$ cat src/ex_defs.svh
`ifndef EX_DEFS_SVH
`define EX_DEFS_SVH

// Operation codes. Zero is left free as the idle code.
`define OP_ADD      8'h01
`define OP_AND      8'h02
`define OP_BGEZAL   8'h03
`define OP_BLTZAL   8'h04
`define OP_JAL      8'h05
`define OP_JALR     8'h06
`define OP_LB       8'h07
`define OP_LH       8'h08
`define OP_LL       8'h09
`define OP_LW       8'h0a
`define OP_LU       8'h0b
`define OP_NOR      8'h0c
`define OP_OR       8'h0d
`define OP_XOR      8'h0e
`define OP_SLT      8'h0f
`define OP_SLL      8'h10
`define OP_SRL      8'h11
`define OP_SB       8'h12
`define OP_SC       8'h13
`define OP_SH       8'h14
`define OP_SW       8'h15
`define OP_SUB      8'h16
`define OP_MFHI     8'h17
`define OP_MFLO     8'h18
`define OP_MTHI     8'h19
`define OP_MTLO     8'h1a
`define OP_MFC0     8'h1b
`define OP_MTC0     8'h1c
`define OP_MULT     8'h1d
`define OP_MSUB     8'h1e
`define OP_MADD     8'h1f
`define OP_DIV      8'h20
`define OP_MUL      8'h21
`define OP_SRA      8'h22
`define OP_SLLV     8'h23
`define OP_SRLV     8'h24
`define OP_SRAV     8'h25
`define OP_CLO      8'h26
`define OP_CLZ      8'h27
`define OP_MOVN     8'h28
`define OP_MOVZ     8'h29

`define OPTYPE_R        2'b00
`define OPTYPE_I        2'b01
`define OPTYPE_J        2'b10

`define ACCESS_OP_D2R   2'b00   // Data to register.
`define ACCESS_OP_M2R   2'b01
`define ACCESS_OP_R2M   2'b10

`define ACCESS_SZ_BYTE  2'b00
`define ACCESS_SZ_HALF  2'b01
`define ACCESS_SZ_WORD  2'b10

`define DIV_STEPS       32      // One quotient bit per cycle.

`endif

$ cat src/ex_pkg.sv
package ex_pkg;

    typedef logic [31:0] word_t;
    typedef logic [63:0] dword_t;      // HI in the upper half.
    typedef logic [4:0]  reg_idx_t;
    typedef logic [7:0]  alu_op_t;
    typedef logic [1:0]  op_type_t;
    typedef logic [1:0]  access_op_t;
    typedef logic [1:0]  access_sz_t;

    // Multiply/divide engine.
    typedef enum logic [1:0] {
        MDU_IDLE = 2'd0,
        MDU_BUSY = 2'd1,
        MDU_DONE = 2'd2
    } mdu_state_t;

endpackage

$ cat src/multi_cycle.sv
`timescale 1ns/100ps
`include "ex_defs.svh"

module multi_cycle (
    input  logic            clk,
    input  logic            rst_i,
    input  ex_pkg::alu_op_t op_i,
    input  logic            flag_unsigned_i,
    input  ex_pkg::word_t   operand1_i,
    input  ex_pkg::word_t   operand2_i,
    input  ex_pkg::dword_t  hilo_i,
    output ex_pkg::dword_t  result_o,
    output logic            done_o
);
    import ex_pkg::*;

    localparam int STEP_W = $clog2(`DIV_STEPS);
    localparam logic [STEP_W-1:0] LAST_STEP = STEP_W'(`DIV_STEPS - 1);

    mdu_state_t        state_q;
    logic [STEP_W-1:0] step_q;
    alu_op_t           op_q;
    logic              unsigned_q;
    logic              neg_quo_q;
    logic              neg_rem_q;
    word_t             opa_q;     // Dividend, then quotient, when dividing.
    word_t             opb_q;
    word_t             rem_q;
    dword_t            result_q;

    logic        start;
    logic        is_div;
    logic        last;
    logic        a_neg;
    logic        b_neg;
    dword_t      ext_a;
    dword_t      ext_b;
    dword_t      product;
    logic [32:0] div_shift;
    logic        div_fit;
    word_t       div_diff;
    word_t       rem_next;
    word_t       quo_next;

    assign start = (op_i == `OP_MULT) || (op_i == `OP_MADD) || (op_i == `OP_MSUB) ||
                   (op_i == `OP_MUL) || (op_i == `OP_DIV);
    assign is_div = (op_i == `OP_DIV);
    assign a_neg  = !flag_unsigned_i && operand1_i[31];
    assign b_neg  = !flag_unsigned_i && operand2_i[31];
    assign last   = (op_q != `OP_DIV) || (step_q == LAST_STEP);

    // ~~~~~~~~~~~~~~~~~~~~~~~~~~~~~~~~~~~~~~~~~~~~~~~~~~~~~~~~~~~
    // Datapath
    assign ext_a   = unsigned_q ? {32'b0, opa_q} : {{32{opa_q[31]}}, opa_q};
    assign ext_b   = unsigned_q ? {32'b0, opb_q} : {{32{opb_q[31]}}, opb_q};
    assign product = ext_a * ext_b;

    // One restoring step on magnitudes.
    assign div_shift = {rem_q, opa_q[31]};
    assign div_fit   = div_shift >= {1'b0, opb_q};
    assign div_diff  = div_shift[31:0] - opb_q;
    assign rem_next  = div_fit ? div_diff : div_shift[31:0];
    assign quo_next  = {opa_q[30:0], div_fit};

    // ~~~~~~~~~~~~~~~~~~~~~~~~~~~~~~~~~~~~~~~~~~~~~~~~~~~~~~~~~~~
    // Control
    always_ff @(posedge clk) begin
        if (rst_i) begin
            state_q <= MDU_IDLE;
            step_q  <= '0;
        end else begin
            case (state_q)
                MDU_IDLE: begin
                    if (start) begin
                        state_q <= MDU_BUSY;
                        step_q  <= '0;
                    end
                end
                MDU_BUSY: begin
                    if (last) begin
                        state_q <= MDU_DONE;
                    end else begin
                        step_q <= step_q + 1'b1;
                    end
                end
                default: state_q <= MDU_IDLE;   // Done lasts one cycle.
            endcase
        end
    end

    always_ff @(posedge clk) begin
        if (state_q == MDU_IDLE && start) begin
            op_q       <= op_i;
            unsigned_q <= flag_unsigned_i;
            neg_quo_q  <= a_neg ^ b_neg;
            neg_rem_q  <= a_neg;   // Remainder follows the dividend.
            opa_q      <= (is_div && a_neg) ? -operand1_i : operand1_i;
            opb_q      <= (is_div && b_neg) ? -operand2_i : operand2_i;
            rem_q      <= '0;
        end else if (state_q == MDU_BUSY) begin
            if (!last) begin
                rem_q <= rem_next;
                opa_q <= quo_next;
            end else begin
                case (op_q)
                    `OP_MADD: result_q <= hilo_i + product;
                    `OP_MSUB: result_q <= hilo_i - product;
                    `OP_DIV:  result_q <= {neg_rem_q ? -rem_next : rem_next,
                                           neg_quo_q ? -quo_next : quo_next};
                    default:  result_q <= product;
                endcase
            end
        end
    end

    assign result_o = result_q;
    assign done_o   = (state_q == MDU_DONE);

endmodule

$ cat config.mk
export PLATFORM = sky130hd
export DESIGN_NAME = multi_cycle
export DESIGN_NICKNAME = d
export VERILOG_FILES = /design/src/ex_pkg.sv /design/src/multi_cycle.sv
export VERILOG_INCLUDE_DIRS = /design/src
export SDC_FILE = /design/constraint.sdc
export NUM_CORES = 2
export LEC_CHECK = 0
export ABC_CLOCK_PERIOD_IN_PS = 13500
export CELL_PAD_IN_SITES_DETAIL_PLACEMENT = 0
export CELL_PAD_IN_SITES_GLOBAL_PLACEMENT = 2
export CORE_MARGIN = 2
export CORE_UTILIZATION = 43
export DETAILED_ROUTE_END_ITERATION = 10
export DONT_BUFFER_PORTS = 1
export PLACE_DENSITY = 0.93
export REMOVE_ABC_BUFFERS = 1
export SLEW_MARGIN = 20
export SYNTH_ARGS = -nofsm -noshare
export SYNTH_HDL_FRONTEND = slang
export SYNTH_SLANG_ARGS = --single-unit
$ cat constraint.sdc
create_clock -name clk -period 13.5 [get_ports clk]
set_input_delay 0.675 -clock clk [delete_from_list [all_inputs] [get_ports clk]]
set_output_delay 0.675 -clock clk [all_outputs]
set_load 0.05 [all_outputs]
; Yosys cells after proc, flatten, opt, wreduce, memory -nomap -nowiden
; Cells that the tools add are included.
[word_totals]
ff_bits = 178
in_bits = 139
[op_classes]
add_sub_neg = 8
multipliers = 1
order_cmp = 1
eq_ne = 16
n_mux = 17
bitwise = 3
reduce_logical = 19
[op_table]
columns = cell, n
row1 = 32-bit two-way mux, 8
row2 = 64-bit case mux with 3 select lines, 1
row3 = 64-bit two-way mux, 2
row4 = 32-bit negator, 4
row5 = 64-bit adder, 1
row6 = 64-bit by 64-bit multiplier with 64-bit output, 1
row7 = 64-bit subtractor, 1
row8 = 8-bit by 5-bit equality test with 1-bit output (second input constant), 5
row9 = 33-bit by 32-bit >= comparator with 1-bit output, 1
row10 = 32-bit subtractor, 1
row11 = 8-bit by 6-bit equality test with 1-bit output (second input constant), 3
row12 = 5-bit two-way mux, 2
row13 = 5-bit case mux with 2 select lines, 1
row14 = 8-bit by 6-bit inequality test with 1-bit output (second input constant), 1
row15 = 2-bit inequality test (second input constant), 3
row16 = 2-bit AND reduction, 3
row17 = 3-bit AND reduction, 2
row18 = 5-bit by 1-bit adder with 5-bit output (second input constant), 1
row19 = 5-bit equality test (second input constant), 1
row20 = 1-bit logical AND, 5
row21 = 1-bit logical OR, 5
row22 = 2-bit two-way mux, 2
row23 = 2-bit case mux with 2 select lines, 1
row24 = 2-bit nonzero test, 2
row25 = other kinds (7), 8

; Depth between registers and ports, before layout
[logic_depth]
ltp_word = 8
ltp_mapped = 53
depth_no_buf = 50

; Worst setup path before layout
; OpenSTA, ideal clock, no wires.
[synth_path]
kind = register -> register
start = reg opa_q[15]
end = reg result_q[62], in the netlist result_o[62], data pin
arrival_ps = 11647
t_required_ps = 13230
path_slack_ps = 1583
path_stages_with_launch = 47
path_buffers = 5
cell_sequence = edfxtp_1 clkbuf_1 clkbuf_1 nand2_1 fa_1 fa_1 inv_1 fa_1 fa_1 fa_1 inv_1 fa_1 inv_1 ha_1 ha_1 fa_1 inv_1 fa_1 (+11 left out) a31o_2 xnor2_1 ha_1 clkbuf_1 a21o_1 a21o_1 a21o_1 a221o_1 a21oi_1 a21boi_0 a221oi_1 o21bai_1 a21oi_1 o31ai_1 or3b_2 a31oi_1 or4b_2 nand3_1
[synth_via]
elab_chain_cells = 4
word_cells_on_any_way = 5
cone_classes = add/sub: 2 / mul: 1 / mux: 2
[synth_lines]
columns = element, line_no
row1 = "start, declared", multi_cycle.sv:26  ; word_t opa_q;
row2 = "start signal, assigned", multi_cycle.sv:97  ; opa_q <= (is_div && a_neg) ? -operand1_i : operand1_i;
row3 = "start signal, assigned", multi_cycle.sv:103  ; opa_q <= quo_next;
row4 = 64-bit two-way mux (*), multi_cycle.sv:54  ; assign ext_a = unsigned_q ? {32'b0, opa_q} : {{32{opa_q[31]}}, opa_q};
row5 = 64-bit by 64-bit multiplier with 64-bit output (*), multi_cycle.sv:56  ; assign product = ext_a * ext_b;
row6 = 64-bit subtractor / 64-bit adder (equally long branches), "multi_cycle.sv:107, multi_cycle.sv:106"
row7 = 64-bit case mux with 3 select lines (*), multi_cycle.sv:105  ; case (op_q)
row8 = "end signal, assigned", multi_cycle.sv:106  ; `OP_MADD: result_q <= hilo_i + product;
row9 = "end signal, assigned", multi_cycle.sv:107  ; `OP_MSUB: result_q <= hilo_i - product;
row10 = "end signal, assigned", multi_cycle.sv:108  ; `OP_DIV: result_q <= {neg_rem_q ? -rem_next : rem_next,
row11 = "end, declared", multi_cycle.sv:29  ; dword_t result_q;
; Mark *: on every way between the ends. The rest lies on a longest branch, timed or not.
; A chain may end at the register's enable or synchronous reset.

; Worst setup path in the final report
[layout_path]
start = reg opb_q[11]
end = reg result_q[63], in the netlist result_o[63], data pin
[layout_via]
elab_chain_cells = 5
word_cells_on_any_way = 10
cone_classes = add/sub: 4 / mul: 1 / order compare: 1 / mux: 4
[layout_lines]
columns = element, line_no
row1 = "start, declared", multi_cycle.sv:27  ; word_t opb_q;
row2 = "start signal, assigned", multi_cycle.sv:98  ; opb_q <= (is_div && b_neg) ? -operand2_i : operand2_i;
row3 = branches (longest 4 deep; another with 64-bit by 64-bit multiplier with 64-bit output), -
row4 = 64-bit case mux with 3 select lines (*), multi_cycle.sv:105
; Every way passes the cells marked *.

==> flow_summary.toml <==
[global_routing]
antenna_found_initial = 10
track_usage_pct = 27.7
grtUsageMet3_pct = 7.27
grt_pass1_vias = 50900
grt.busiest_layer = "met2"
grt_max_degree = 87
use_met1_pct = 40.0
grt_overflow = 0
met2_usage_pct = 41.5
grt_pass1_wl_um = 316000

[setup_path]
cp_max_fo = 6
rrSetupSlack_ns = 0.59
cp.depth = 47
startpoint = "opb_q[11]"
r2r-start = "opb_q[11]"
start_kind = "register"
reg2reg_to = "result_o[63]"
cp.required_ns = 13.77
cp.arrival_ns = 13.17
critPathKind = "reg2reg"
critPathMaxStageDelay_ns = 0.68
crit_family = "adder cells"
endpoint_kind = "register"
r2r_cells = 47
crit_slowest_cell = "fa_1"
crit_top_cell = "fa_1"
cp.buffers_inverters = 12

[timing]
period_needed_ns = 12.91
clock_skew_ns = 0.0402
fin_tns_setup_ns = 0
fmax_mhz = 77.5
setup_viol_count_final = 0
slew-limit-headroom_pct = 28.2
finalHoldViolCount = 0
timing.hold.ws_ns = 0.152
tightest_slew_ns = 1.08
period_share_pct = 95.6
finalMaxSlewViolations = 0

[clock_network]
clk_pin_slew_worst_paths_ns = 0.11
cts-buffers-inserted = 17
cts_root_buf = "clkbuf_16"
cts_max_path_buffers = 2
cts_htree_levels = 4
ctsHoldBuffers = 0
cts_tree = "yes"
cts_sinks = 178
clk_latency_ns = 0.57

[drt]
route.antenna.remaining_nets = 0
wirelength_um = 207000
first_pass_iters = 8
drt_iter0_markers = 3706
routedWlPerCell_um = 23.0
route.detailed.drc = 0
via_per_inst = 5.35
vias = 48200

[logic_synthesis]
synth_mux_area_share_pct = 0.409
syn_avg_cell_area_sq_um = 9.03
synth_cell_type_count = 88
synth-simple-area-share_pct = 14.4
synth-compound-area-share_pct = 8.46
synthTopCellsByCount = "1,622 x inv_1, 1,435 x fa_1, 798 x nand2_1"
synth_top_family_by_area = "adder cells"
ys_ff_latch = 178
yosysSeqAreaShare_pct = 7.72
synth-main-ff-cell = "edfxtp_1"
synth-edff-count = 139
synth_top_area_cell = "fa_1"
async_flop_share_pct = 0
syn-instance-count = 7107
ys_top_cells_by_area = "fa_1 45%, inv_1 9.5%, ha_1 7.8%, edfxtp_1 6.5%, and2_1 5.0%"
yosys_warnings = 0
synth-xor-area-share_pct = 4.94
synth_most_common_cell = "inv_1"
synth_top_area_share_pct = 44.7
synth.cell_area_sq_um = 64200
yosys.area_share.adder_pct = 52.6

[hold_path]
hp-class = "in2reg"
hold_end = "step_q[4]"
hold-path-cell-count = 1
min-delay-start = "rst_i"

[place]
gp_congestion = 0.979
placedCellCount = 8896
dp_hpwl_um = 178000
io_buffers = 0
place_area_sq_um = 66900

[layout]
final_cell_area_sq_um = 68400
nNetsFinal = 9034
final_layout_size_suffix_gt1_share_pct = 4.92
synthToLayoutAreaGrowth_pct = 6.49
fin_cells = 9004

[job]
drv_cap = 0

[outcome]
status = "completed"

[floorplan]
pin_count = 204
dieHeight_um = 390
coreArea_sq_um = 148000
dieArea_sq_um = 152000
initial_core_util_pct = 43.4
rows = 141
die_w_um = 390
-- cells in the final DEF (no fill, tap or decap), types with 18 or more instances in the layout --
master	count
edfxtp_1	139
nor2_1	203
mux2i_1	24
xor2_1	132
o41ai_1	20
o21ai_0	251
nor2b_1	24
o21a_1	26
buf_4	235
ha_1	402
a31oi_1	29
and2_1	508
nand4_1	31
fa_1	1435
a22oi_1	36
o211ai_1	19
xnor2_1	230
and3_1	21
nand2_1	797
o221ai_1	29
nand3_1	70
nor3_1	74
a21oi_1	216
nand2b_1	44
a21o_1	67
nor4_1	24
or3_1	32
o31ai_1	28
buf_12	18
inv_1	1620
dfxtp_1	39
-- state kept, by name, indices dropped and copies added, names as in the netlist --
signal      cells
neg_rem_q       1
result_o       64
state_q         2
op_q            8
opa_q          32
opb_q          32
unsigned_q      1
step_q          5
rem_q          32
neg_quo_q       1
-- metal layers --
metal,vias up,wire length (um)
li1,21600,-
met1,24600,93400
met2,1789,87900
met3,197,21100
met4,8,5010
met5,-,44
-- how the worst max path moves through the flow --
stage	end	slack, ns
floorplan	result_o[62]	1.20
global placement	result_o[62]	0.13
detailed placement	result_o[62]	0.13
CTS	result_o[62]	0.12
global route	result_o[62]	-0.02
finish	result_o[63]	0.59
-- what timing repair did --
action                                  CTS  global route
buffers inserted                          0            72
resized for setup                         0            14
endpoints found under the setup margin    0            10
-- stage by stage --
stage | setup WS, ns | utilization [%]
2_1_floorplan | 1.20 | -
4_1_cts | 0.117 | 45.6
3_5_place_dp | 0.131 | 45.2
6_report | 0.595 | 46.2
5_1_grt | -0.0250 | 46.2
3_3_place_gp | 0.130 | 45.2
-- cell families after synthesis --
kind of cell,count (synthesis)
muxes,26
DFF,178
buffers and inverters,1954
adders and majority gates,1838
xor gates and xnor gates,362
AOI/OAI and AO/OA,855
and+or+nand+nor,1894
-- final cells by class --
type	count	area (sq um)
Timing Repair Buffer	262	2230
Multi-Input combinational cell	4975	52000
Clock buffer	18	429
Fill cell	14200	79600
Sequential cell	178	4950
Tap cell	1930	2410
Clock inverter	13	243
Antenna cell	4	10.0
Inverter	1624	6100
Power is not shown: default switching activity piles up to over one toggle a cycle in this logic, so the estimate is an artifact.
