## src/ex_defs.svh

```systemverilog
`ifndef EX_DEFS_SVH
`define EX_DEFS_SVH

// Operation codes. Zero is left free as the idle code.
`define OP_ADD      8'h01
`define OP_AND      8'h02
`define OP_BGEZAL   8'h03
`define OP_BLTZAL   8'h04
`define OP_JAL      8'h05
`define OP_JALR     8'h06
`define OP_LB       8'h07
`define OP_LH       8'h08
`define OP_LL       8'h09
`define OP_LW       8'h0a
`define OP_LU       8'h0b
`define OP_NOR      8'h0c
`define OP_OR       8'h0d
`define OP_XOR      8'h0e
`define OP_SLT      8'h0f
`define OP_SLL      8'h10
`define OP_SRL      8'h11
`define OP_SB       8'h12
`define OP_SC       8'h13
`define OP_SH       8'h14
`define OP_SW       8'h15
`define OP_SUB      8'h16
`define OP_MFHI     8'h17
`define OP_MFLO     8'h18
`define OP_MTHI     8'h19
`define OP_MTLO     8'h1a
`define OP_MFC0     8'h1b
`define OP_MTC0     8'h1c
`define OP_MULT     8'h1d
`define OP_MSUB     8'h1e
`define OP_MADD     8'h1f
`define OP_DIV      8'h20
`define OP_MUL      8'h21
`define OP_SRA      8'h22
`define OP_SLLV     8'h23
`define OP_SRLV     8'h24
`define OP_SRAV     8'h25
`define OP_CLO      8'h26
`define OP_CLZ      8'h27
`define OP_MOVN     8'h28
`define OP_MOVZ     8'h29

`define OPTYPE_R        2'b00
`define OPTYPE_I        2'b01
`define OPTYPE_J        2'b10

`define ACCESS_OP_D2R   2'b00   // Data to register.
`define ACCESS_OP_M2R   2'b01
`define ACCESS_OP_R2M   2'b10

`define ACCESS_SZ_BYTE  2'b00
`define ACCESS_SZ_HALF  2'b01
`define ACCESS_SZ_WORD  2'b10

`define DIV_STEPS       32      // One quotient bit per cycle.

`endif

```

## src/ex_pkg.sv

```systemverilog
package ex_pkg;

    typedef logic [31:0] word_t;
    typedef logic [63:0] dword_t;      // HI in the upper half.
    typedef logic [4:0]  reg_idx_t;
    typedef logic [7:0]  alu_op_t;
    typedef logic [1:0]  op_type_t;
    typedef logic [1:0]  access_op_t;
    typedef logic [1:0]  access_sz_t;

    // Multiply/divide engine.
    typedef enum logic [1:0] {
        MDU_IDLE = 2'd0,
        MDU_BUSY = 2'd1,
        MDU_DONE = 2'd2
    } mdu_state_t;

endpackage

```

## src/count_bit_word.sv

```systemverilog
`timescale 1ns/100ps

module count_bit_word (
    input  ex_pkg::word_t data_i,
    input  logic          bit_i,
    output ex_pkg::word_t cnt_o
);

    logic run;

    // Walk down from the MSB until the first mismatch.
    always_comb begin
        cnt_o = '0;
        run   = 1'b1;
        for (int i = 31; i >= 0; i--) begin
            if (run && (data_i[i] == bit_i)) begin
                cnt_o = cnt_o + 32'd1;
            end else begin
                run = 1'b0;
            end
        end
    end

endmodule

```

## config.mk

```make
export PLATFORM = sky130hd
export DESIGN_NAME = count_bit_word
export DESIGN_NICKNAME = d
export VERILOG_FILES = /design/src/ex_defs.svh /design/src/ex_pkg.sv /design/src/count_bit_word.sv
export SDC_FILE = /design/constraint.sdc
export NUM_CORES = 1
export LEC_CHECK = 0
export ABC_AREA = 1
export BUFFER_PORTS_ARGS = -buffer_cell sky130_fd_sc_hd__buf_2
export CAP_MARGIN = 20
export CORE_ASPECT_RATIO = 1.2
export CORE_UTILIZATION = 25
export DETAILED_ROUTE_END_ITERATION = 6
export PLACE_DENSITY = 0.48
export SKIP_LAST_GASP = 1
export SLEW_MARGIN = 20
export SYNTH_ARGS = -nofsm -noshare
export SYNTH_HDL_FRONTEND = slang
export SYNTH_SLANG_ARGS = --single-unit
export TNS_END_PERCENT = 10
```

## constraint.sdc

```tcl
create_clock -name vclk -period 51.3
set_clock_uncertainty 0.05 [all_clocks]
set_input_delay 5.13 -clock vclk [all_inputs]
set_output_delay 5.13 -clock vclk [all_outputs]
set_load 0.02 [all_outputs]
```

# Word-level counts from Yosys, hierarchy flattened
# Cells that the tools add are included.
dict set report word_totals {
  register_bits 0
  latchBits 0
  mem_bits_rw 0
  rom_bits 0
  input_bits 33
  output_inout_bits 32
  wordCells 157
  mem_count 0
}
dict set report classes {
  n_addsub 31
  multipliers 0
  div_mod_pow 0
  magnitude_cmp 0
  eq_ne 32
  shifts 0
  mux 63
  bitwise_logic 0
  n_reduce_logical 31
}
# operator count
set ops {}
lappend ops {{32-bit by 1-bit adder with 32-bit output (second input constant)} 30}
lappend ops {{32-bit two-way mux} 30}
lappend ops {{1-bit equality test} 32}
lappend ops {{1-bit two-way mux} 32}
lappend ops {{1-bit logical AND} 31}
lappend ops {{1-bit by 1-bit adder with 2-bit output (second input constant)} 1}
lappend ops {{2-bit two-way mux} 1}

# Longest topological paths before layout
# Gate-level depths: netlist of the first run.
dict set report depth {
  ltp_word 64
  mapped_depth 109
  mapped_depth_nobuf 109
}

# Worst setup path before layout of the first run
# OpenSTA, ideal clock, no wires.
dict set report synth_timing {
  kind {input port to output port}
  startpoint {input port bit_i}
  endpoint {output port cnt_o[6]}
  arrival_ns 21.445
  t_required_ns 46.120
  setup_slack_ns 24.675
  path_stages 104
  n_path_buf 1
  cell_sequence {buf_6 > xor2_1 > o21ai_0 > ha_1 > inv_1 > nand4_1 > and2_1 > ha_1 > nand2_1 > nand2_1 > ha_1 > or2_0 > and2_1 > ha_1 > nand2_1 > nand2_1 > ha_1 > inv_1 > (+68 left out) > and2_1 > ha_1 > nand2_1 > nand2_1 > ha_1 > or2_2 > and2_1 > ha_1 > nand2_1 > nand2_1 > ha_1 > inv_1 > nor2_1 > nand3_1 > nor2_1 > nand2_1 > xnor2_1 > inv_1}
}
dict set report synth_between {
  elab_chain_cells 64
  word_cells_on_any_way 157
  cone_classes {add/sub (31); eq/ne (32); mux (63); reduce/logical (31)}
}
# element line
set synth_rtl {}
lappend synth_rtl {{start: declaration} count_bit_word.sv:5} ;# input logic bit_i,
lappend synth_rtl {{1-bit equality test} count_bit_word.sv:16} ;# if (run && (data_i[i] == bit_i)) begin
lappend synth_rtl {{1-bit two-way mux} count_bit_word.sv:16}
lappend synth_rtl {{1-bit by 1-bit adder with 2-bit output or 1-bit logical AND (tied branches)} {count_bit_word.sv:17, count_bit_word.sv:16}}
lappend synth_rtl {{2-bit two-way mux or 1-bit two-way mux (tied branches)} count_bit_word.sv:16}
lappend synth_rtl {{32-bit by 1-bit adder with 32-bit output or 1-bit logical AND (tied branches)} {count_bit_word.sv:17, count_bit_word.sv:16}}
lappend synth_rtl {{32-bit two-way mux or 1-bit two-way mux (tied branches)} count_bit_word.sv:16}
lappend synth_rtl {{32-bit by 1-bit adder with 32-bit output or 1-bit logical AND (tied branches)} {count_bit_word.sv:17, count_bit_word.sv:16}}
lappend synth_rtl {{32-bit two-way mux or 1-bit two-way mux (tied branches)} count_bit_word.sv:16}
lappend synth_rtl {{(+48 left out)} -}
lappend synth_rtl {{32-bit by 1-bit adder with 32-bit output or 1-bit logical AND (tied branches)} {count_bit_word.sv:17, count_bit_word.sv:16}}
lappend synth_rtl {{32-bit two-way mux or 1-bit two-way mux (tied branches)} count_bit_word.sv:16}
lappend synth_rtl {{32-bit by 1-bit adder with 32-bit output or 1-bit logical AND (tied branches)} {count_bit_word.sv:17, count_bit_word.sv:16}}
lappend synth_rtl {{32-bit two-way mux or 1-bit two-way mux (tied branches)} count_bit_word.sv:16}
lappend synth_rtl {{32-bit by 1-bit adder with 32-bit output or 1-bit logical AND (tied branches)} {count_bit_word.sv:17, count_bit_word.sv:16}}
lappend synth_rtl {{32-bit two-way mux or 1-bit two-way mux (tied branches)} count_bit_word.sv:16}
lappend synth_rtl {{32-bit by 1-bit adder with 32-bit output or 1-bit logical AND (tied branches)} {count_bit_word.sv:17, count_bit_word.sv:16}}
lappend synth_rtl {{32-bit two-way mux *} count_bit_word.sv:16}
lappend synth_rtl {{end: declaration} count_bit_word.sv:6} ;# output ex_pkg::word_t cnt_o
# Every way passes the cells marked *; elsewhere a longest branch is shown, timed or not.

# Final worst setup path of the first run
# Same ends and word-level chain as after synthesis.

==> impl_metrics.toml, run 1 <==
[layout]
regArea_um2 = 0
num-fill-cells = 2117
multi_input_area_um2 = 3780
fin_nets = 1003
antenna_cells = 0
final_util_pct = 28.0
numSequentialCells = 0
design_area_um2 = 4980
drive_gt1_share_pct = 20.0
fin_cells = 1159
area_delta_synth_final_pct = 8.30
clkbuf_count = 0

[timing]
fin_crit_ps = 28340
max_freq_ghz = 0.0353
finalSetupTns_ps = 0
setup_viol = 0
max_slew_margin_pct = 52.5
rsz0062_at_grt = "false"
hold_viol = 0
timing.final.crit_share_pct = 55.3
tightestPinTransition_ps = 712
slew_viol_final = 0

[floorplanning]
core_um2 = 17800
initial_core_util_pct = 25.9
die_area_um2 = 18900
rows = 53
io_pins = 65
fp.dieH_um = 151
die_w_um = 126

[placement]
placed_area_um2 = 4980
gp_routability_congestion = 0.809
hpwl_um = 8230
place_inst = 1159
portBuffers = 43

[setup_path]
crit_path_max_incr_delay_ps = 550
crit_end = "cnt_o[6]"
critical_path_class = "input pin to output pin"
cp-end-kind = "output pin"
cp-start-kind = "input pin"
worst_ep_required_time_ps = 46120
cp.arrival_ps = 23160
path_max_fanout = 41
crit_slowest_cell = "buf_2"
critPathLaunch = "bit_i"

[power]
p_seq_share_pct = 0
p_comb_share_pct = 100.0
netSwitchingFraction_pct = 65.2
total_power_uw = 18.9
p_leak_uw = 0.00303
p_sw_uw = 12.3
internal-power_uw = 6.57
irDropWorstVdd_v = 0.00000436
clock_power_share_pct = 0
powerDensity_nw_per_um2 = 3.79

[drt]
vias_per_cell = 4.21
ant_nets = 0
vias = 4882
routedWlPerCell_um = 7.74
drc_errors = 0
drt-total-wl_um = 8970
drt_iter0_drc = 125
drtPass1Iterations = 4

[clock_tree]
ctsResizeCount = 0
postCtsSetupBuffers = 0
ctsHoldBuffers = 0

[logic_synthesis]
yosysWarningCount = 0
syn_area_per_cell_um2 = 5.10
yosysSeqAreaShare_pct = 0
post_synth_num_cell_types = 40
syn_inst = 901
synth_area_um2 = 4600

[worst_hold_path]
hp-class = "input pin to output pin"

[run]
maxCapViolCount = 0

[global_routing]
antenna_found_initial = 0
grt_max_degree = 42
grt_pass1_wl_um = 16800
grt_use_total_pct = 9.79
grt_pass1_vias = 4316
overflow = 0

[run_status]
status = "finished, final reports clean"
-- cells in the final DEF (no fill, tap or decap), types with 2 or more instances in the layout --
cell type / count
a21oi_1: 12
and2_1: 7
buf_2: 43
conb_1: 22
ha_1: 29
inv_1: 168
inv_2: 18
nand2_1: 253
nand2_2: 57
nand2_4: 5
nand3_1: 96
nand3_2: 30
nand3_4: 2
nand3b_1: 8
nand4_1: 14
nand4_2: 2
nor2_1: 94
nor2_2: 6
nor3_1: 4
o211ai_1: 3
o21ai_0: 16
o21ai_1: 7
o21bai_1: 2
o22ai_1: 2
or2_0: 2
or2_2: 17
xnor2_1: 2
xor2_1: 8
-- cell type report --
cell class,count,share of cell area (%)
inverter,187,14.2
multi-input combinational,709,76.0
timing repair buffer,43,4.32
tap,220,5.53
-- cell usage after synthesis --
cell / number / area (um2)
or2_0: 2 / 12.5
inv_1: 168 / 631
nand3_1: 96 / 480
nor2_1: 94 / 353
a31oi_1: 1 / 6.26
conb_1: 1 / 3.75
xnor2_1: 2 / 17.5
xnor2_2: 1 / 16.3
nor2_8: 1 / 20.0
o22ai_1: 2 / 12.5
xor2_1: 8 / 70.1
nand4_2: 2 / 25.0
nand2_4: 5 / 56.3
buf_4: 22 / 165
o21ai_1: 7 / 35.0
nand2_1: 253 / 950
nand3_4: 2 / 35.0
o21ai_0: 16 / 80.1
inv_2: 18 / 67.6
nand4_1: 14 / 87.6
nor3_1: 4 / 20.0
nand2_2: 57 / 357
clkbuf_1: 3 / 11.3
ha_1: 29 / 363
o211ai_1: 3 / 22.5
nor2_2: 6 / 37.5
a21oi_1: 12 / 60.1
nor2_4: 1 / 11.3
o21bai_1: 2 / 15.0
nand3_2: 30 / 300
a21oi_2: 1 / 8.76
nor3_2: 1 / 10.0
o22a_1: 1 / 8.76
nand3b_1: 8 / 60.1
buf_6: 1 / 11.3
or2_2: 17 / 106
and2_1: 7 / 43.8
inv_4: 1 / 6.26
o21ai_2: 1 / 8.76
a21bo_2: 1 / 10.0
-- layer usage --
| metal | global-route usage (%) | wire [um] |
|---|---|---|
| met1 | 12.8 | 4660 |
| met5 | 0 | 0 |
| met4 | 0 | 0 |
| met3 | 0.142 | 143 |
| met2 | 18.9 | 4170 |
-- power by group through the flow --
stage          logic [uW]  registers [uW]  clock network [uW]
3_3_place_gp         19.0               0                   0
3_5_place_dp         19.1               0                   0
4_1_cts              19.2               0                   0
2_1_floorplan        16.0               0                   0
5_1_grt              22.8               0                   0
6_report             18.9               0                   0
-- worst min-delay path by stage --
| stage | cells after the start | slack, ps | from | endpoint |
|---|---|---|---|---|
| 2_1_floorplan | 3 | 10530 | data_i[1] | cnt_o[0] |
| 4_1_cts | 5 | 10730 | data_i[1] | cnt_o[0] |
| 6_report | 5 | 10730 | data_i[1] | cnt_o[0] |
| 3_3_place_gp | 5 | 10730 | data_i[1] | cnt_o[0] |
| 5_1_grt | 5 | 10800 | data_i[1] | cnt_o[0] |
| 3_5_place_dp | 5 | 10720 | data_i[1] | cnt_o[0] |
-- cell families (layout without fill, tap and decap cells) --
| family | Yosys count | in the layout | synth area share, % |
|---|---|---|---|
| and+or+nand+nor | 600 | 600 | 64.5 |
| buffers and inverters | 213 | 230 | 19.4 |
| AOI/OAI and AO/OA | 47 | 47 | 5.83 |
| adders and majority gates | 29 | 29 | 7.90 |
| xor gates and xnor gates | 11 | 11 | 2.26 |
| other | 1 | 22 | 0.0816 |
-- stage by stage --
step                hold slack (ps)  worst slack [ps]
floorplan                     10530             24670
global placement              10730             22980
detailed placement            10720             22860
CTS                           10730             22820
global route                  10800             21280
finish                        10730             22960
-- worst max-delay path, delay by kind of cell --
kind | cells | cell delay [ps]
AO/OA/AOI/OAI | 7 | 1120
adder cells (fa/ha/maj) | 29 | 8060
XOR/XNOR | 1 | 160
AND/OR/NAND/NOR | 52 | 7030
buffers and inverters | 18 | 1650
Note: power is estimated with default switching activity, not from simulation.
==> run 2, diff against run 1 <==
Settings changed: ABC_AREA 1 to 0, PLACE_DENSITY 0.48 to 0.49.
Clock period 51.3 ns to 25.9 ns, I/O delays scaled along.
==> run 2 against run 1 <==
Against the previous run: synthesized cell count is 10% lower; critical path depth shrank 16; routed wire length up 63%; via count is 14% higher; flip-flop and latch count did not move; cell area up 21%; worst setup slack worse by 21000 ps; total power rose to 3.2 times the previous value; global-route usage increased by 2.6 points; largest cell class unchanged.
==> impl_metrics.toml, run 2 <==
[run_status]
status = "finished, final reports clean"

[global_routing]
antenna_found_initial = 0
grt_pass1_vias = 5385
overflow = 0
grt_pass1_wl_um = 25000
grt_max_degree = 67
grt_use_total_pct = 12.4

[timing]
fin_hold_ws_ps = 5710
tightestPinTransition_ps = 914
max_slew_margin_pct = 38.3
slew_viol_final = 0
max_freq_ghz = 0.0415
timing.final.crit_share_pct = 93.0
finalSetupTns_ps = 0
setup_viol = 0
fin_crit_ps = 24090
rsz0062_at_grt = "false"
hold_viol = 0

[power]
irDropWorstVdd_v = 0.00000837
p_sw_uw = 37.0
internal-power_uw = 24.2
clock_power_share_pct = 0
p_leak_uw = 0.00226
powerDensity_nw_per_um2 = 10.2
netSwitchingFraction_pct = 60.5
p_comb_share_pct = 100.0
p_seq_share_pct = 0

[drt]
ant_nets = 0
drtPass1Iterations = 4
drc_errors = 0
vias_per_cell = 5.09
routedWlPerCell_um = 13.3
drt_iter0_drc = 143
drt-total-wl_um = 14600
vias = 5589

[placement]
hpwl_um = 12200
place_inst = 1099
gp_routability_congestion = 0.829
portBuffers = 42

[floorplanning]
rows = 60
initial_core_util_pct = 25.4
io_pins = 65
core_um2 = 22400
die_area_um2 = 23300
die_w_um = 139
fp.dieH_um = 167

[setup_path]
crit_end = "cnt_o[8]"
crit_slowest_cell = "or4_1"
cp-start-kind = "input pin"
cp.arrival_ps = 21450
critical_path_class = "input pin to output pin"
path_max_fanout = 66
crit_top_cell = "ha_1"
worst_ep_required_time_ps = 23260
crit_path_max_incr_delay_ps = 610
critPathLaunch = "bit_i"
cp-end-kind = "output pin"

[layout]
antenna_cells = 0
regArea_um2 = 0
drive_gt1_share_pct = 14.4
numSequentialCells = 0
multi_input_area_um2 = 5340
area_delta_synth_final_pct = 5.87
clkbuf_count = 0
final_common_cell = "nand2_1"
num-fill-cells = 2516
fin_cells = 1099
fin_nets = 884
mostFrequentLayoutCells = "nand2_1 (92), nor2_1 (72), xnor2_1 (65), o21ai_0 (46), a21oi_1 (44)"

[logic_synthesis]
post_synth_num_cell_types = 97
synth_area_um2 = 5670
yosysTopAreaCell = "xnor2_1"
synth.most_common_cell = "nand2_1"
syn_area_per_cell_um2 = 7.02
syn_inst = 808
yosysSeqAreaShare_pct = 0
synth_area_leaders = "xnor2_1 (10%), ha_1 (6.4%), nand2_1 (6.1%)"
netlist_top_cells_count = "nand2_1 (92), nor2_1 (72), xnor2_1 (65), o21ai_0 (46), a21oi_1 (44)"
synth.top_cell.area_share_pct = 10.0
yosysWarningCount = 0

[run]
maxCapViolCount = 0

[clock_tree]
postCtsSetupBuffers = 0
ctsResizeCount = 0
ctsHoldBuffers = 0

[worst_hold_path]
hold_depth = 5
hp-class = "input pin to output pin"
[run 2: cell count changes after synthesis, sizes merged, moves of 16 or more]
cell,previous run,this run
inv,187,22
buf,23,39
and3,0,19
mux2i,0,21
o21ai,24,49
nor2,102,75
a21oi,13,47
xor2,8,27
xnor2,3,76
nand2,315,94
nand3,128,36
[run 2: critical path: cells and delay by family]
| kind | cells | cell delay (ps) |
|---|---|---|
| compound gates | 21 | 2930 |
| fa+ha+maj | 28 | 8900 |
| buf+inv | 6 | 740 |
| mux | 13 | 2810 |
| simple gates | 23 | 3450 |
[run 2: logic make-up (layout without fill, tap and decap cells)]
logic type                 Yosys count  count (layout)  share of synthesized area, %
adders and majority gates           31              31                          6.75
muxes                               35              35                          6.49
xor gates and xnor gates           113             113                          22.0
and+or+nand+nor                    365             365                          34.5
AOI/OAI and AO/OA                  186             186                          22.9
buffers and inverters               77              67                          7.30
other                                1              23                        0.0661
[run 2: worst min path at each step]
stage / from / endpoint / slack (ps)
after floorplan: data_i[0] / cnt_o[1] / 5500
after global placement: data_i[0] / cnt_o[1] / 5730
after detailed placement: data_i[0] / cnt_o[1] / 5720
after CTS: data_i[0] / cnt_o[1] / 5720
after global routing: data_i[0] / cnt_o[1] / 5750
final: data_i[0] / cnt_o[1] / 5710
[run 2: per-layer routing]
metal  wire length [um]  vias up  GRT usage, %
met5                  0        -             0
met4                125        0          1.30
met3                206        8        0.0575
met2               8060       73          26.3
met1               6180     2579          13.9
li1                   -     2929             -
[run 2: cell type report]
cell class / count / share of cell area (%)
timing repair buffer: 45 / 3.88
inverter: 22 / 1.38
tap: 279 / 5.81
multi-input combinational: 753 / 88.9
[run 2: power groups by stage]
stage	clock network (uW)	registers (uW)	logic (uW)
after floorplan	0	0	49.5
after global placement	0	0	60.5
after detailed placement	0	0	60.8
after CTS	0	0	61.4
after global routing	0	0	69.4
final	0	0	61.2
[run 2: per-stage QoR]
stage | util, % | power, uW | instance area [um2] | setup WS [ps]
floorplan | - | 49.5 | 5750 | 3440
global placement | 26.8 | 60.5 | 6000 | 2090
detailed placement | 26.8 | 60.8 | 6000 | 1930
CTS | 26.8 | 61.4 | 6000 | 1810
global route | 26.8 | 69.4 | 6000 | 342
finish | 26.8 | 61.2 | 6000 | 1810
