File: src/ex_defs.svh
`ifndef EX_DEFS_SVH
`define EX_DEFS_SVH

// Operation codes. Zero is left free as the idle code.
`define OP_ADD      8'h01
`define OP_AND      8'h02
`define OP_BGEZAL   8'h03
`define OP_BLTZAL   8'h04
`define OP_JAL      8'h05
`define OP_JALR     8'h06
`define OP_LB       8'h07
`define OP_LH       8'h08
`define OP_LL       8'h09
`define OP_LW       8'h0a
`define OP_LU       8'h0b
`define OP_NOR      8'h0c
`define OP_OR       8'h0d
`define OP_XOR      8'h0e
`define OP_SLT      8'h0f
`define OP_SLL      8'h10
`define OP_SRL      8'h11
`define OP_SB       8'h12
`define OP_SC       8'h13
`define OP_SH       8'h14
`define OP_SW       8'h15
`define OP_SUB      8'h16
`define OP_MFHI     8'h17
`define OP_MFLO     8'h18
`define OP_MTHI     8'h19
`define OP_MTLO     8'h1a
`define OP_MFC0     8'h1b
`define OP_MTC0     8'h1c
`define OP_MULT     8'h1d
`define OP_MSUB     8'h1e
`define OP_MADD     8'h1f
`define OP_DIV      8'h20
`define OP_MUL      8'h21
`define OP_SRA      8'h22
`define OP_SLLV     8'h23
`define OP_SRLV     8'h24
`define OP_SRAV     8'h25
`define OP_CLO      8'h26
`define OP_CLZ      8'h27
`define OP_MOVN     8'h28
`define OP_MOVZ     8'h29

`define OPTYPE_R        2'b00
`define OPTYPE_I        2'b01
`define OPTYPE_J        2'b10

`define ACCESS_OP_D2R   2'b00   // Data to register.
`define ACCESS_OP_M2R   2'b01
`define ACCESS_OP_R2M   2'b10

`define ACCESS_SZ_BYTE  2'b00
`define ACCESS_SZ_HALF  2'b01
`define ACCESS_SZ_WORD  2'b10

`define DIV_STEPS       32      // One quotient bit per cycle.

`endif

File: src/ex_pkg.sv
package ex_pkg;

    typedef logic [31:0] word_t;
    typedef logic [63:0] dword_t;      // HI in the upper half.
    typedef logic [4:0]  reg_idx_t;
    typedef logic [7:0]  alu_op_t;
    typedef logic [1:0]  op_type_t;
    typedef logic [1:0]  access_op_t;
    typedef logic [1:0]  access_sz_t;

    // Multiply/divide engine.
    typedef enum logic [1:0] {
        MDU_IDLE = 2'd0,
        MDU_BUSY = 2'd1,
        MDU_DONE = 2'd2
    } mdu_state_t;

endpackage

File: src/hilo_reg.sv
`timescale 1ns/100ps

module hilo_reg (
    input  logic           clk,
    input  logic           rst_i,
    input  logic           we_i,
    input  ex_pkg::dword_t wdata_i,
    output ex_pkg::dword_t hilo_o
);

    // HI in [63:32], LO in [31:0].
    always_ff @(posedge clk) begin
        if (rst_i) begin
            hilo_o <= '0;
        end else if (we_i) begin
            hilo_o <= wdata_i;
        end
    end

endmodule

File: config.mk
export PLATFORM = sky130hd
export DESIGN_NAME = hilo_reg
export DESIGN_NICKNAME = d
export VERILOG_FILES = /design/src/ex_defs.svh /design/src/ex_pkg.sv /design/src/hilo_reg.sv
export SDC_FILE = /design/constraint.sdc
export NUM_CORES = 1
export LEC_CHECK = 0
export BUFFER_PORTS_ARGS = -buffer_cell sky130_fd_sc_hd__buf_4
export CORE_MARGIN = 10
export CORE_UTILIZATION = 43
export DETAILED_ROUTE_END_ITERATION = 10
export GPL_ROUTABILITY_DRIVEN = 0
export GPL_TIMING_DRIVEN = 0
export HOLD_SLACK_MARGIN = 0.03
export PLACE_DENSITY_LB_ADDON = 0.3
export SLEW_MARGIN = 40
export SYNTH_ARGS = -nofsm -noshare
export SYNTH_HDL_FRONTEND = slang
export SYNTH_SLANG_ARGS = --single-unit
File: constraint.sdc
create_clock -name clk -period 1.14 [get_ports clk]
set_input_delay 0.228 -clock clk [delete_from_list [all_inputs] [get_ports clk]]
set_output_delay 0.228 -clock clk [all_outputs]
set_load 0.05 [all_outputs]
After elaboration in Yosys (flattened, before gate mapping):

Index checks and enable logic that the tools add are counted.

* output and inout port bits: 64
* flip-flop bits (word level): 64
* word-level logic and storage cells: 1

Logic depth before layout (Yosys ltp):

Gate-level depths: netlist of the first run.

* depth after elaboration: 0
* mapped depth: 4

Worst setup path after synthesis of the first run:

OpenSTA, ideal clock, no wires.

* path type: input-to-reg
* from: input we_i
* to: register hilo_o[10]
* stages on the path: 4
* library setup time: 128 ps
* data arrival time: 757 ps
* path slack: 256 ps
* buffers on the path: 2
* cell sequence: buf_6 > buf_8 > mux2i_1 > nor2_1

RTL lines
* start, declared: line hilo_reg.sv:6 `input logic we_i,`
* end signal, assigned: line hilo_reg.sv:16 `hilo_o <= wdata_i;`
* end, declared: line hilo_reg.sv:8 `output ex_pkg::dword_t hilo_o`

Worst setup path in the final report of the first run:

* from: register hilo_o[9]
* to: output hilo_o[9]

No word-level cell between the ends.

==> Implementation_results.wiki, run 1 <==
{| class="wikitable"
! Metric !! Value
|-
| Result of the run || finished clean
|-
| DRC violation total after the first TritonRoute iteration || 77
|-
| Area enclosed by the die boundary || 8650 um^2
|-
| Post-synthesis instance total || ~210
|-
| Setup TNS Final || 0 ns
|-
| Number of nets in the layout || roughly 400
|-
| Fraction of power spent switching nets || slightly below 30%
|-
| Number of DRC violations after detailed routing || 0
|-
| Detailed-route via count || 1900
|-
| Hold path startpoint || wdata_i[37]
|-
| Startpoint types || flip-flop
|-
| Arrival @ worst endpoint || 0.87 ns
|-
| Average cell area after synthesis || between 10 and 15 um^2
|-
| Final period utilization || a little over nine tenths
|-
| Pre-CTS setup slack || around 0.052 ns
|-
| Cell breakdown of the critical path || buf_4
|-
| Number of buffers inserted during clock tree synthesis || 9
|-
| Setup-violating endpoint count in the final report || 0
|-
| Worst rel slew slack || 69.8%
|-
| Share of the synthesized area in the top cell type || 55.9%
|-
| Max Root-Sink Buffers || 2
|-
| Required time reported for the critical path endpoint || slightly above 0.9 ns
|-
| First-pass iteration count of the detailed router || 4
|-
| Min Clock Period, post-route || 1.10 ns
|-
| Post-route core utilization || 69.1%
|-
| Number of placement rows || 26
|-
| Maximum fanout along the worst path || 2
|-
| Antenna diode instance count || 0
|-
| Pint || roughly 3.8 mW
|-
| Tightest Hold Check Type || in2reg
|-
| First-pass GRT wire length || slightly above 10000 um
|-
| PnR Total Power || between 5 and 6 mW
|-
| Count of nets left with antenna violations after detail routing || 0
|-
| Class of the most critical setup path || reg2out
|-
| Placed wire-length estimate || ~4900 um
|-
| Post-Synthesis Net Count || around 270
|-
| Setup Skew || 0 ns
|-
| Core area || slightly above 5000 um^2
|-
| Overflow left after global routing || 0
|-
| Tightest Pin Transition || 0.452 ns
|-
| Commonest non-fill, non-tap cell in the layout || buf_4
|-
| Number of register bits inferred by synthesis || 64
|-
| Final hold violation count || 0
|-
| PnR worst setup slack || ~0.044 ns
|-
| Wirelength per Cell || 15.1 um
|-
| Share of total power in sequential cells || about 46%
|-
| Top register by number of flip-flops || hilo_o
|-
| Area growth from synthesis to final layout || 54.9%
|-
| Max reg flops || 64
|-
| Antenna violations before repair || 0
|-
| Placed insts || 404
|-
| Pwr dens || approximately 1500 nW/um^2
|-
| Cells taking the most area after synthesis || dfxtp_1 56%, mux2i_1 28%, nor2_1 10%
|-
| Combinational share of power || 22.6%
|-
| Gr usage total || between 10 and 15%
|-
| RSZ-0062 raised after global routing || no
|-
| Worst setup path start || hilo_o[9]
|-
| Number of cells traversed by the worst register-to-register path || 2
|-
| Critical Path Sink Type || primary output
|-
| Hold-critical path depth || 3
|-
| Count of max-cap constraint violations || 0
|-
| Count of buffers added by post-CTS timing repair for setup || 0
|-
| NetSw || 1.55 mW
|-
| Cell family contributing the most delay on the critical path || flip-flops
|-
| Clock network latency to the later pin of the worst-skew pair || about 0.32 ns
|-
| Final standard cell count with taps included and fillers excluded || approximately 420
|-
| Registers with the highest flip-flop counts || hilo_o (64)
|-
| DRT Wirelength || about 6300 um
|-
| Ratio of routed vias to standard cells || ~4.5
|-
| Master of the slowest instance on the critical path || dfxtp_1
|-
| Register clock-pin slew on the reported worst setup and hold paths || around 0.06 ns
|-
| Share of synthesized area occupied by flip-flops and latches || approximately 56%
|-
| Initial standard-cell utilization of the core || 44.6%
|-
| Leak Pwr || approximately 1.8 nW
|-
| Root Buffer || clkbuf_8
|-
| Area of the mapped netlist || between 2000 and 2500 um^2
|-
| Port-buffer cells || about 130
|-
| Source of the worst register-to-register timing path || hilo_o[3]
|-
| Maximum cell stage delay along the critical path || roughly 0.34 ns
|-
| # H-tree levels || 3
|-
| Number of library cell types mapped by synthesis || 7
|-
| Die Y-Extent || just over 90 um
|-
| Cell type with the largest total area after synthesis || dfxtp_1
|-
| Largest net degree at the start of global routing || 11
|-
| Total number of clock tree sinks || 64
|-
| Share of layout cells above drive strength 1 || 42.5%
|-
| Commonest cells after routing, fill and taps aside || 118 x buf_4, 64 x mux2i_1, 64 x nor2_1, 64 x dfxtp_1, 12 x clkbuf_8
|-
| Maximum vdd ir drop || about 0.0009 V
|-
| Fin. max-slew vios || 0
|-
| Critical Path Stages || 1
|-
| Count of yosys warnings during synthesis || 0
|-
| Die extent in x || 93.0 um
|-
| Proportion of power drawn by the clock network || between 30% and 40%
|-
| Number of buffer and inverter stages on the critical path || 1
|-
| CTS tree || done
|-
| Fmax || about 910 MHz
|-
| Ports || between 100 and 150
|-
| Via count of the first global-routing pass || between 2k and 2.5k
|}
-- final timing paths --
check	to	slack [ns]
max	hilo_o[9]	0.04
min	hilo_o[37]	0.14
max reg2reg	hilo_o[3]	0.47
min reg2reg	hilo_o[37]	0.49
-- power by group through the flow --
| stage | Clock (mW) | Combinational, mW | Sequential (mW) |
|---|---|---|---|
| floorplan | 0 | 0.296 | 2.95 |
| global placement | 0 | 1.19 | 2.48 |
| detailed placement | 0 | 1.21 | 2.49 |
| CTS | 1.75 | 1.21 | 2.44 |
| global route | 1.86 | 1.28 | 2.46 |
| finish | 1.70 | 1.21 | 2.44 |
-- logic make-up (layout without fill, tap and decap cells) --
group	count (synthesis)	count (layout)	synth area share [%]
mux	64	64	28.0
flops	64	64	55.9
simple gates	64	64	10.5
buf+inv	14	156	5.63
-- synth_stat cells (all sizes together) --
cell,count
buf,13
clkbuf,1
dfxtp,64
mux2i,64
nor2,64
-- metal layers --
metal / up-vias / GRT usage, % / part of all wire, %
li1: 949 / - / -
met1: 856 / 15.1 / 40
met2: 85 / 23.5 / 47
met3: 10 / 8.31 / 12
met4: 0 / 5.78 / 1.4
met5: - / 0 / 0
-- metrics by stage --
stage | hold WS [ns] | area (um^2)
after floorplan | 0.375 | 2290
after global placement | 0.460 | 3340
after detailed placement | 0.471 | 3340
after CTS | 0.129 | 3510
after global routing | 0.132 | 3550
final | 0.139 | 3550
-- layout make-up --
| type | instances | area (um^2) |
|---|---|---|
| buffer | 14 | 129 |
| multi-input combinational | 128 | 881 |
| fill | 405 | 1590 |
| clock buffer | 14 | 173 |
| sequential | 64 | 1280 |
| tap | 70 | 87.6 |
| timing repair buffer | 128 | 998 |
-- timing repair --
item	CTS	global route
resized for setup	0	10
hold buffers	0	0
endpoints found under the setup margin	0	10
endpoints found under the hold margin	0	0
Note: power is estimated with default switching activity, not from simulation.
==> run 2, diff against run 1 <==
--- a/config.mk
+++ b/config.mk
@@ -7,7 +7,7 @@
 export LEC_CHECK = 0
 export BUFFER_PORTS_ARGS = -buffer_cell sky130_fd_sc_hd__buf_4
 export CORE_MARGIN = 10
-export CORE_UTILIZATION = 43
+export CORE_UTILIZATION = 46
 export DETAILED_ROUTE_END_ITERATION = 10
 export GPL_ROUTABILITY_DRIVEN = 0
 export GPL_TIMING_DRIVEN = 0
==> constraint.sdc (replaced) <==
create_clock -name clk -period 1.4 [get_ports clk]
set_input_delay 0.28 -clock clk [delete_from_list [all_inputs] [get_ports clk]]
set_output_delay 0.28 -clock clk [all_outputs]
set_load 0.05 [all_outputs]
==> run 2 against run 1 <==
  * Final area is 1.3% lower
  * Sequential power is 18% lower
  * Sequential share of layout area is 0.49 points higher
  * Via count is 3.2% higher
  * Critical endpoint is now hilo_o[22]
  * Highest routed layer unchanged
==> Implementation_results.wiki, run 2 (same netlist as run 1, synthesis figures left out) <==
{| class="wikitable"
! Metric !! Value
|-
| Result of the run || finished clean
|-
| Cell family contributing the most delay on the critical path || flip-flops
|-
| DRT Wirelength || 6600 um
|-
| Number of DRC violations after detailed routing || 0
|-
| Most congested layer reported by global routing || met2
|-
| Pre-CTS setup slack || roughly 0.26 ns
|-
| Setup Skew || 0 ns
|-
| Worst rel slew slack || 71.2%
|-
| Placed wire-length estimate || between 5000 and 6000 um
|-
| Detailed-route via count || slightly below 2k
|-
| Met2 demand-to-capacity share in global routing || 26.1%
|-
| Ratio of routed vias to standard cells || 4.71
|-
| Final period utilization || between 80% and 90%
|-
| Via count of the first global-routing pass || approximately 2.1k
|-
| Class of the most critical setup path || reg2out
|-
| Share of layout cells above drive strength 1 || a little over two fifths
|-
| Setup-violating endpoint count in the final report || 0
|-
| Startpoint types || flip-flop
|-
| Number of buffer and inverter stages on the critical path || 1
|-
| Commonest cells after routing, fill and taps aside || 128 x buf_4, 64 x mux2i_1, 64 x nor2_1, 64 x dfxtp_1, 11 x clkbuf_8
|-
| DRC violation total after the first TritonRoute iteration || 74
|-
| Area enclosed by the die boundary || between 8000 and 9000 um^2
|-
| Global Route met3 Usage || between 8 and 9%
|-
| Master of the slowest instance on the critical path || dfxtp_1
|-
| Overflow left after global routing || 0
|-
| CTS tree || done
|-
| PnR worst setup slack || between 0.2 and 0.25 ns
|-
| Gr usage total || roughly 16%
|-
| Count of cells resized by post-cts repair || 0
|-
| Number of placement rows || 25
|-
| Setup TNS Final || 0 ns
|-
| Combinational share of power || a little under a quarter
|-
| Area growth from synthesis to final layout || 52.9%
|-
| Antenna violations before repair || 0
|-
| Share of total power in sequential cells || around 46%
|-
| Fmax || roughly 860 MHz
|-
| Die Y-Extent || 90.6 um
|-
| Count of nets left with antenna violations after detail routing || 0
|-
| Port-buffer cells || roughly 130
|-
| Required time reported for the critical path endpoint || 1.12 ns
|-
| Number of nets in the layout || slightly above 400
|-
| Fraction of power spent switching nets || approximately 29%
|-
| Wirelength per Cell || around 16 um
|-
| Proportion of power drawn by the clock network || 31.3%
|-
| Final cell area excluding filler cells || approximately 3500 um^2
|-
| Register clock-pin slew on the reported worst setup and hold paths || 0.06 ns
|-
| Hold-fix buffers at CTS || 0
|-
| NetSw || between 1 and 1.5 mW
|-
| Largest net degree at the start of global routing || 11
|-
| Fill cell total of the finished layout || between 300 and 400
|-
| Maximum cell stage delay along the critical path || around 0.35 ns
|-
| Top register by number of flip-flops || hilo_o
|-
| Commonest non-fill, non-tap cell in the layout || buf_4
|-
| Clock network latency to the later pin of the worst-skew pair || between 0.3 and 0.4 ns
|-
| Root Buffer || clkbuf_8
|-
| Count of max-cap constraint violations || 0
|-
| Count of buffers added by post-CTS timing repair for setup || 0
|-
| First-pass GRT wire length || between 10000 and 15000 um
|-
| Cell area after placement || between 3000 and 4000 um^2
|-
| First-pass iteration count of the detailed router || 4
|-
| Ports || between 100 and 150
|-
| Tightest Pin Transition || 0.431 ns
|-
| Maximum fanout along the worst path || 2
|-
| Tightest Hold Check Type || in2reg
|-
| RSZ-0062 raised after global routing || no
|-
| Pwr dens || around 1200 nW/um^2
|-
| Antenna diode instance count || 0
|-
| Max reg flops || 64
|-
| Global routing usage on met1 || ~16%
|-
| Total number of clock tree sinks || 64
|-
| Leak Pwr || roughly 1.8 nW
|-
| Registers with the highest flip-flop counts || hilo_o (64)
|-
| Hold path startpoint || wdata_i[10]
|-
| Arrival @ worst endpoint || a little under 0.9 ns
|-
| Final hold violation count || 0
|-
| Critical Path Sink Type || primary output
|-
| Cell breakdown of the critical path || buf_4
|-
| Worst setup path start || hilo_o[22]
|-
| Number of buffers inserted during clock tree synthesis || 9
|-
| Maximum vdd ir drop || 0.000917 V
|-
| Fin. max-slew vios || 0
|-
| Min Clock Period, post-route || between 1 and 1.5 ns
|-
| Initial standard-cell utilization of the core || 47.9%
|-
| Source of the worst register-to-register timing path || hilo_o[37]
|-
| Core area || 4790 um^2
|-
| Die extent in x || about 91 um
|-
| Max Root-Sink Buffers || 2
|-
| Pint || between 3 and 4 mW
|-
| # H-tree levels || 3
|}
## run 2: cell count changes in the layout (fill, tap and decap cells not counted), sizes merged
| cell | before | now |
|---|---|---|
| clkbuf | 15 | 16 |
## run 2: tightest hold or removal path, delay by kind of cell
family                 cells  cell delay (ns)
buffers and inverters      1             0.07
multiplexers               1             0.05
AND/OR/NAND/NOR            1             0.07
## run 2: through the flow
| step | hold WS, ns | std cells | total power, mW | util (%) |
|---|---|---|---|---|
| final | 0.184 | 416 | 4.32 | 73.2 |
| after detailed placement | 0.480 | 401 | 3.01 | 69.7 |
| after CTS | 0.175 | 416 | 4.37 | 73.2 |
| after global placement | 0.473 | 401 | 2.99 | 69.7 |
| after floorplan | 0.427 | 206 | 2.64 | - |
| after global routing | 0.188 | 416 | 4.50 | 73.2 |
## run 2: area by class of cell
type	instances	area, um^2	share of cell area [%]
Clock buffer	15	166	4.75
Sequential cell	64	1280	36.6
Buffer	14	129	3.68
Tap cell	67	83.8	2.39
Multi-Input combinational cell	128	881	25.2
Timing Repair Buffer	128	961	27.4
## run 2: power groups by stage
stage / Combinational (mW) / Sequential, mW / Clock [mW]
after CTS: 0.987 / 1.99 / 1.40
after floorplan: 0.241 / 2.40 / 0
after detailed placement: 0.984 / 2.03 / 0
after global placement: 0.968 / 2.02 / 0
final: 0.975 / 1.99 / 1.35
after global routing: 1.03 / 2.00 / 1.47
## run 2: layer usage
metal  wire, um  part of all wire, %  up-vias
li1           -                    -      952
met1       2630                   40      911
met2       3210                   49       92
met3        685                   10        6
met4         65                 0.99        0
met5          0                    0        -
## run 2: final timing paths
path | depth (start not counted) | slack, ns | end
max | 1 | 0.24 | hilo_o[22]
min | 3 | 0.18 | hilo_o[10]
max reg2reg | 2 | 0.74 | hilo_o[37]
min reg2reg | 2 | 0.49 | hilo_o[59]
==> run 3, diff against run 2 <==
--- a/config.mk
+++ b/config.mk
@@ -7,7 +7,7 @@
 export LEC_CHECK = 0
 export BUFFER_PORTS_ARGS = -buffer_cell sky130_fd_sc_hd__buf_4
 export CORE_MARGIN = 10
-export CORE_UTILIZATION = 46
+export CORE_UTILIZATION = 43
 export DETAILED_ROUTE_END_ITERATION = 10
 export GPL_ROUTABILITY_DRIVEN = 0
 export GPL_TIMING_DRIVEN = 0
==> constraint.sdc (replaced) <==
create_clock -name clk -period 1.2 [get_ports clk]
set_input_delay 0.24 -clock clk [delete_from_list [all_inputs] [get_ports clk]]
set_output_delay 0.24 -clock clk [all_outputs]
set_load 0.05 [all_outputs]
==> run 3 against run 2 <==
  * Total power rose by 17%
  * Wire length is 5.0% lower
  * Utilization is 4.8 points lower
  * Non-clock buffer count unchanged
  * Sequential share of layout area fell by 0.10 points
  * Final area increased by 0.29%
  * Highest routed layer unchanged
  * Largest power group unchanged
  * Worst hold slack got worse by 0.031 ns
  * Cell count rose by 0.48%
  * Clock skew unchanged
  * Sequential power rose by 17%
  * Critical endpoint is now hilo_o[6]
  * Count of clock-buffer cells in the layout decreased by 1
==> Implementation_results.wiki, run 3 (same netlist as run 1, synthesis figures left out) <==
{| class="wikitable"
! Metric !! Value
|-
| Result of the run || finished clean
|-
| Worst rel slew slack || a little over two thirds
|-
| Post-route core utilization || about two thirds
|-
| Antenna violations before repair || 0
|-
| Count of cells resized by post-cts repair || 0
|-
| Core area || approximately 5100 um^2
|-
| Flop2flop setup slack || 0.53 ns
|-
| Largest net degree at the start of global routing || 11
|-
| First-pass iteration count of the detailed router || 4
|-
| Fmax || slightly below 900 MHz
|-
| Required time reported for the critical path endpoint || 0.96 ns
|-
| Root Buffer || clkbuf_8
|-
| Worst hold slack after final layout || between 0.15 and 0.2 ns
|-
| Count of max-cap constraint violations || 0
|-
| Port-buffer cells || roughly 130
|-
| Number of placement rows || 26
|-
| CTS tree || done
|-
| Pwr dens || ~1400 nW/um^2
|-
| Gr usage total || ~14%
|-
| Detailed-route via count || between 1.5k and 2k
|-
| Hold-fix buffers at CTS || 0
|-
| Cell breakdown of the critical path || buf_4
|-
| Total number of clock tree sinks || 64
|-
| Master of the slowest instance on the critical path || dfxtp_1
|-
| Initial standard-cell utilization of the core || between 40 and 50%
|-
| Commonest non-fill, non-tap cell in the layout || buf_4
|-
| Setup Skew || 0 ns
|-
| Terminus of the critical flop-to-flop path || hilo_o[3]
|-
| Overflow left after global routing || 0
|-
| Source of the worst register-to-register timing path || hilo_o[3]
|-
| Fill cell total of the finished layout || around 410
|-
| RSZ-0062 raised after global routing || no
|-
| Share of layout cells above drive strength 1 || between 40% and 50%
|-
| Number of nets in the layout || roughly 410
|-
| Fin. max-slew vios || 0
|-
| DRC violation total after the first TritonRoute iteration || 59
|-
| Maximum fanout along the worst path || 2
|-
| Critical Path Sink Type || primary output
|-
| Number of buffer and inverter stages on the critical path || 1
|-
| Maximum cell stage delay along the critical path || roughly 0.35 ns
|-
| Placed insts || 404
|-
| Registers with the highest flip-flop counts || hilo_o (64)
|-
| Leak Pwr || 1.82 nW
|-
| Antenna diode instance count || 0
|-
| Setup-violating endpoint count in the final report || 0
|-
| Number of cells traversed by the worst register-to-register path || 2
|-
| Final standard cell count with taps included and fillers excluded || 418
|-
| Placed wire-length estimate || between 4000 and 5000 um
|-
| Count of nets left with antenna violations after detail routing || 0
|-
| Class of the most critical setup path || reg2out
|-
| Tightest Pin Transition || about 0.45 ns
|-
| Number of buffers inserted during clock tree synthesis || 9
|-
| Top register by number of flip-flops || hilo_o
|-
| Max reg flops || 64
|-
| Hold-critical path depth || 3
|-
| Die extent in x || around 93 um
|-
| Clock network latency to the later pin of the worst-skew pair || approximately 0.32 ns
|-
| Max Root-Sink Buffers || 2
|-
| Count of buffers added by post-CTS timing repair for setup || 0
|-
| Cell area after placement || 3340 um^2
|-
| Cell family contributing the most delay on the critical path || flip-flops
|-
| Maximum vdd ir drop || 0.000857 V
|-
| Final period utilization || 93.4%
|-
| Register clock-pin slew on the reported worst setup and hold paths || 0.06 ns
|-
| Number of DRC violations after detailed routing || 0
|-
| Area enclosed by the die boundary || between 8000 and 9000 um^2
|-
| Ports || approximately 130
|-
| Area growth from synthesis to final layout || 53.3%
|-
| Wirelength per Cell || 15.0 um
|-
| Sink of the worst hold path || hilo_o[19]
|-
| Final hold violation count || 0
|-
| Via count of the first global-routing pass || 2021
|-
| Commonest cells after routing, fill and taps aside || 128 x buf_4, 64 x mux2i_1, 64 x nor2_1, 64 x dfxtp_1, 12 x clkbuf_8
|-
| Hold path startpoint || wdata_i[19]
|-
| # H-tree levels || 3
|-
| Setup TNS Final || 0 ns
|-
| Startpoint types || flip-flop
|-
| Final cell area excluding filler cells || around 3500 um^2
|-
| DRT Wirelength || 6270 um
|-
| Min Clock Period, post-route || approximately 1.1 ns
|-
| Die Y-Extent || between 90 and 100 um
|-
| First-pass GRT wire length || roughly 10000 um
|-
| Arrival @ worst endpoint || 0.88 ns
|-
| Ratio of routed vias to standard cells || ~4.5
|-
| Tightest Hold Check Type || in2reg
|}
-- run 3: power by group --
group          switching [mW]  total [mW]  internal (mW)  leakage (nW)
clock                   0.712        1.61          0.899        0.0886
combinational           0.691        1.14          0.444          1.20
sequential             0.0631        2.32           2.25         0.529
total                    1.47        5.06           3.60          1.82
-- run 3: area by class of cell --
class	count	area [um^2]	share of cell area, %
plain buffers	14	129	3.67
repair buffers	128	961	27.4
flip-flops and latches	64	1280	36.5
well taps	70	87.6	2.49
clock buffers	14	173	4.92
multi-input cells	128	881	25.1
-- run 3: layer usage --
metal	part of all wire, %	vias up	GRT usage [%]
met5	0	-	0
met2	47	85	23.5
met1	39	855	15.1
met4	1.4	0	5.78
li1	-	948	-
met3	12	10	8.31
-- run 3: worst max path at each step --
| stage | cells past startpoint | to | start |
|---|---|---|---|
| after floorplan | 4 | hilo_o[10] | we_i |
| final | 1 | hilo_o[6] | hilo_o[6] |
| after global placement | 3 | hilo_o[57] | rst_i |
| after detailed placement | 3 | hilo_o[53] | rst_i |
| after global routing | 1 | hilo_o[56] | hilo_o[56] |
| after CTS | 1 | hilo_o[6] | hilo_o[6] |
-- run 3: through the flow --
| step | worst slack (ns) | power (mW) |
|---|---|---|
| finish | 0.0787 | 5.06 |
| global route | 0.0350 | 5.30 |
| CTS | 0.0625 | 5.13 |
| detailed placement | 0.0997 | 3.51 |
| global placement | 0.117 | 3.49 |
| floorplan | 0.304 | 3.08 |
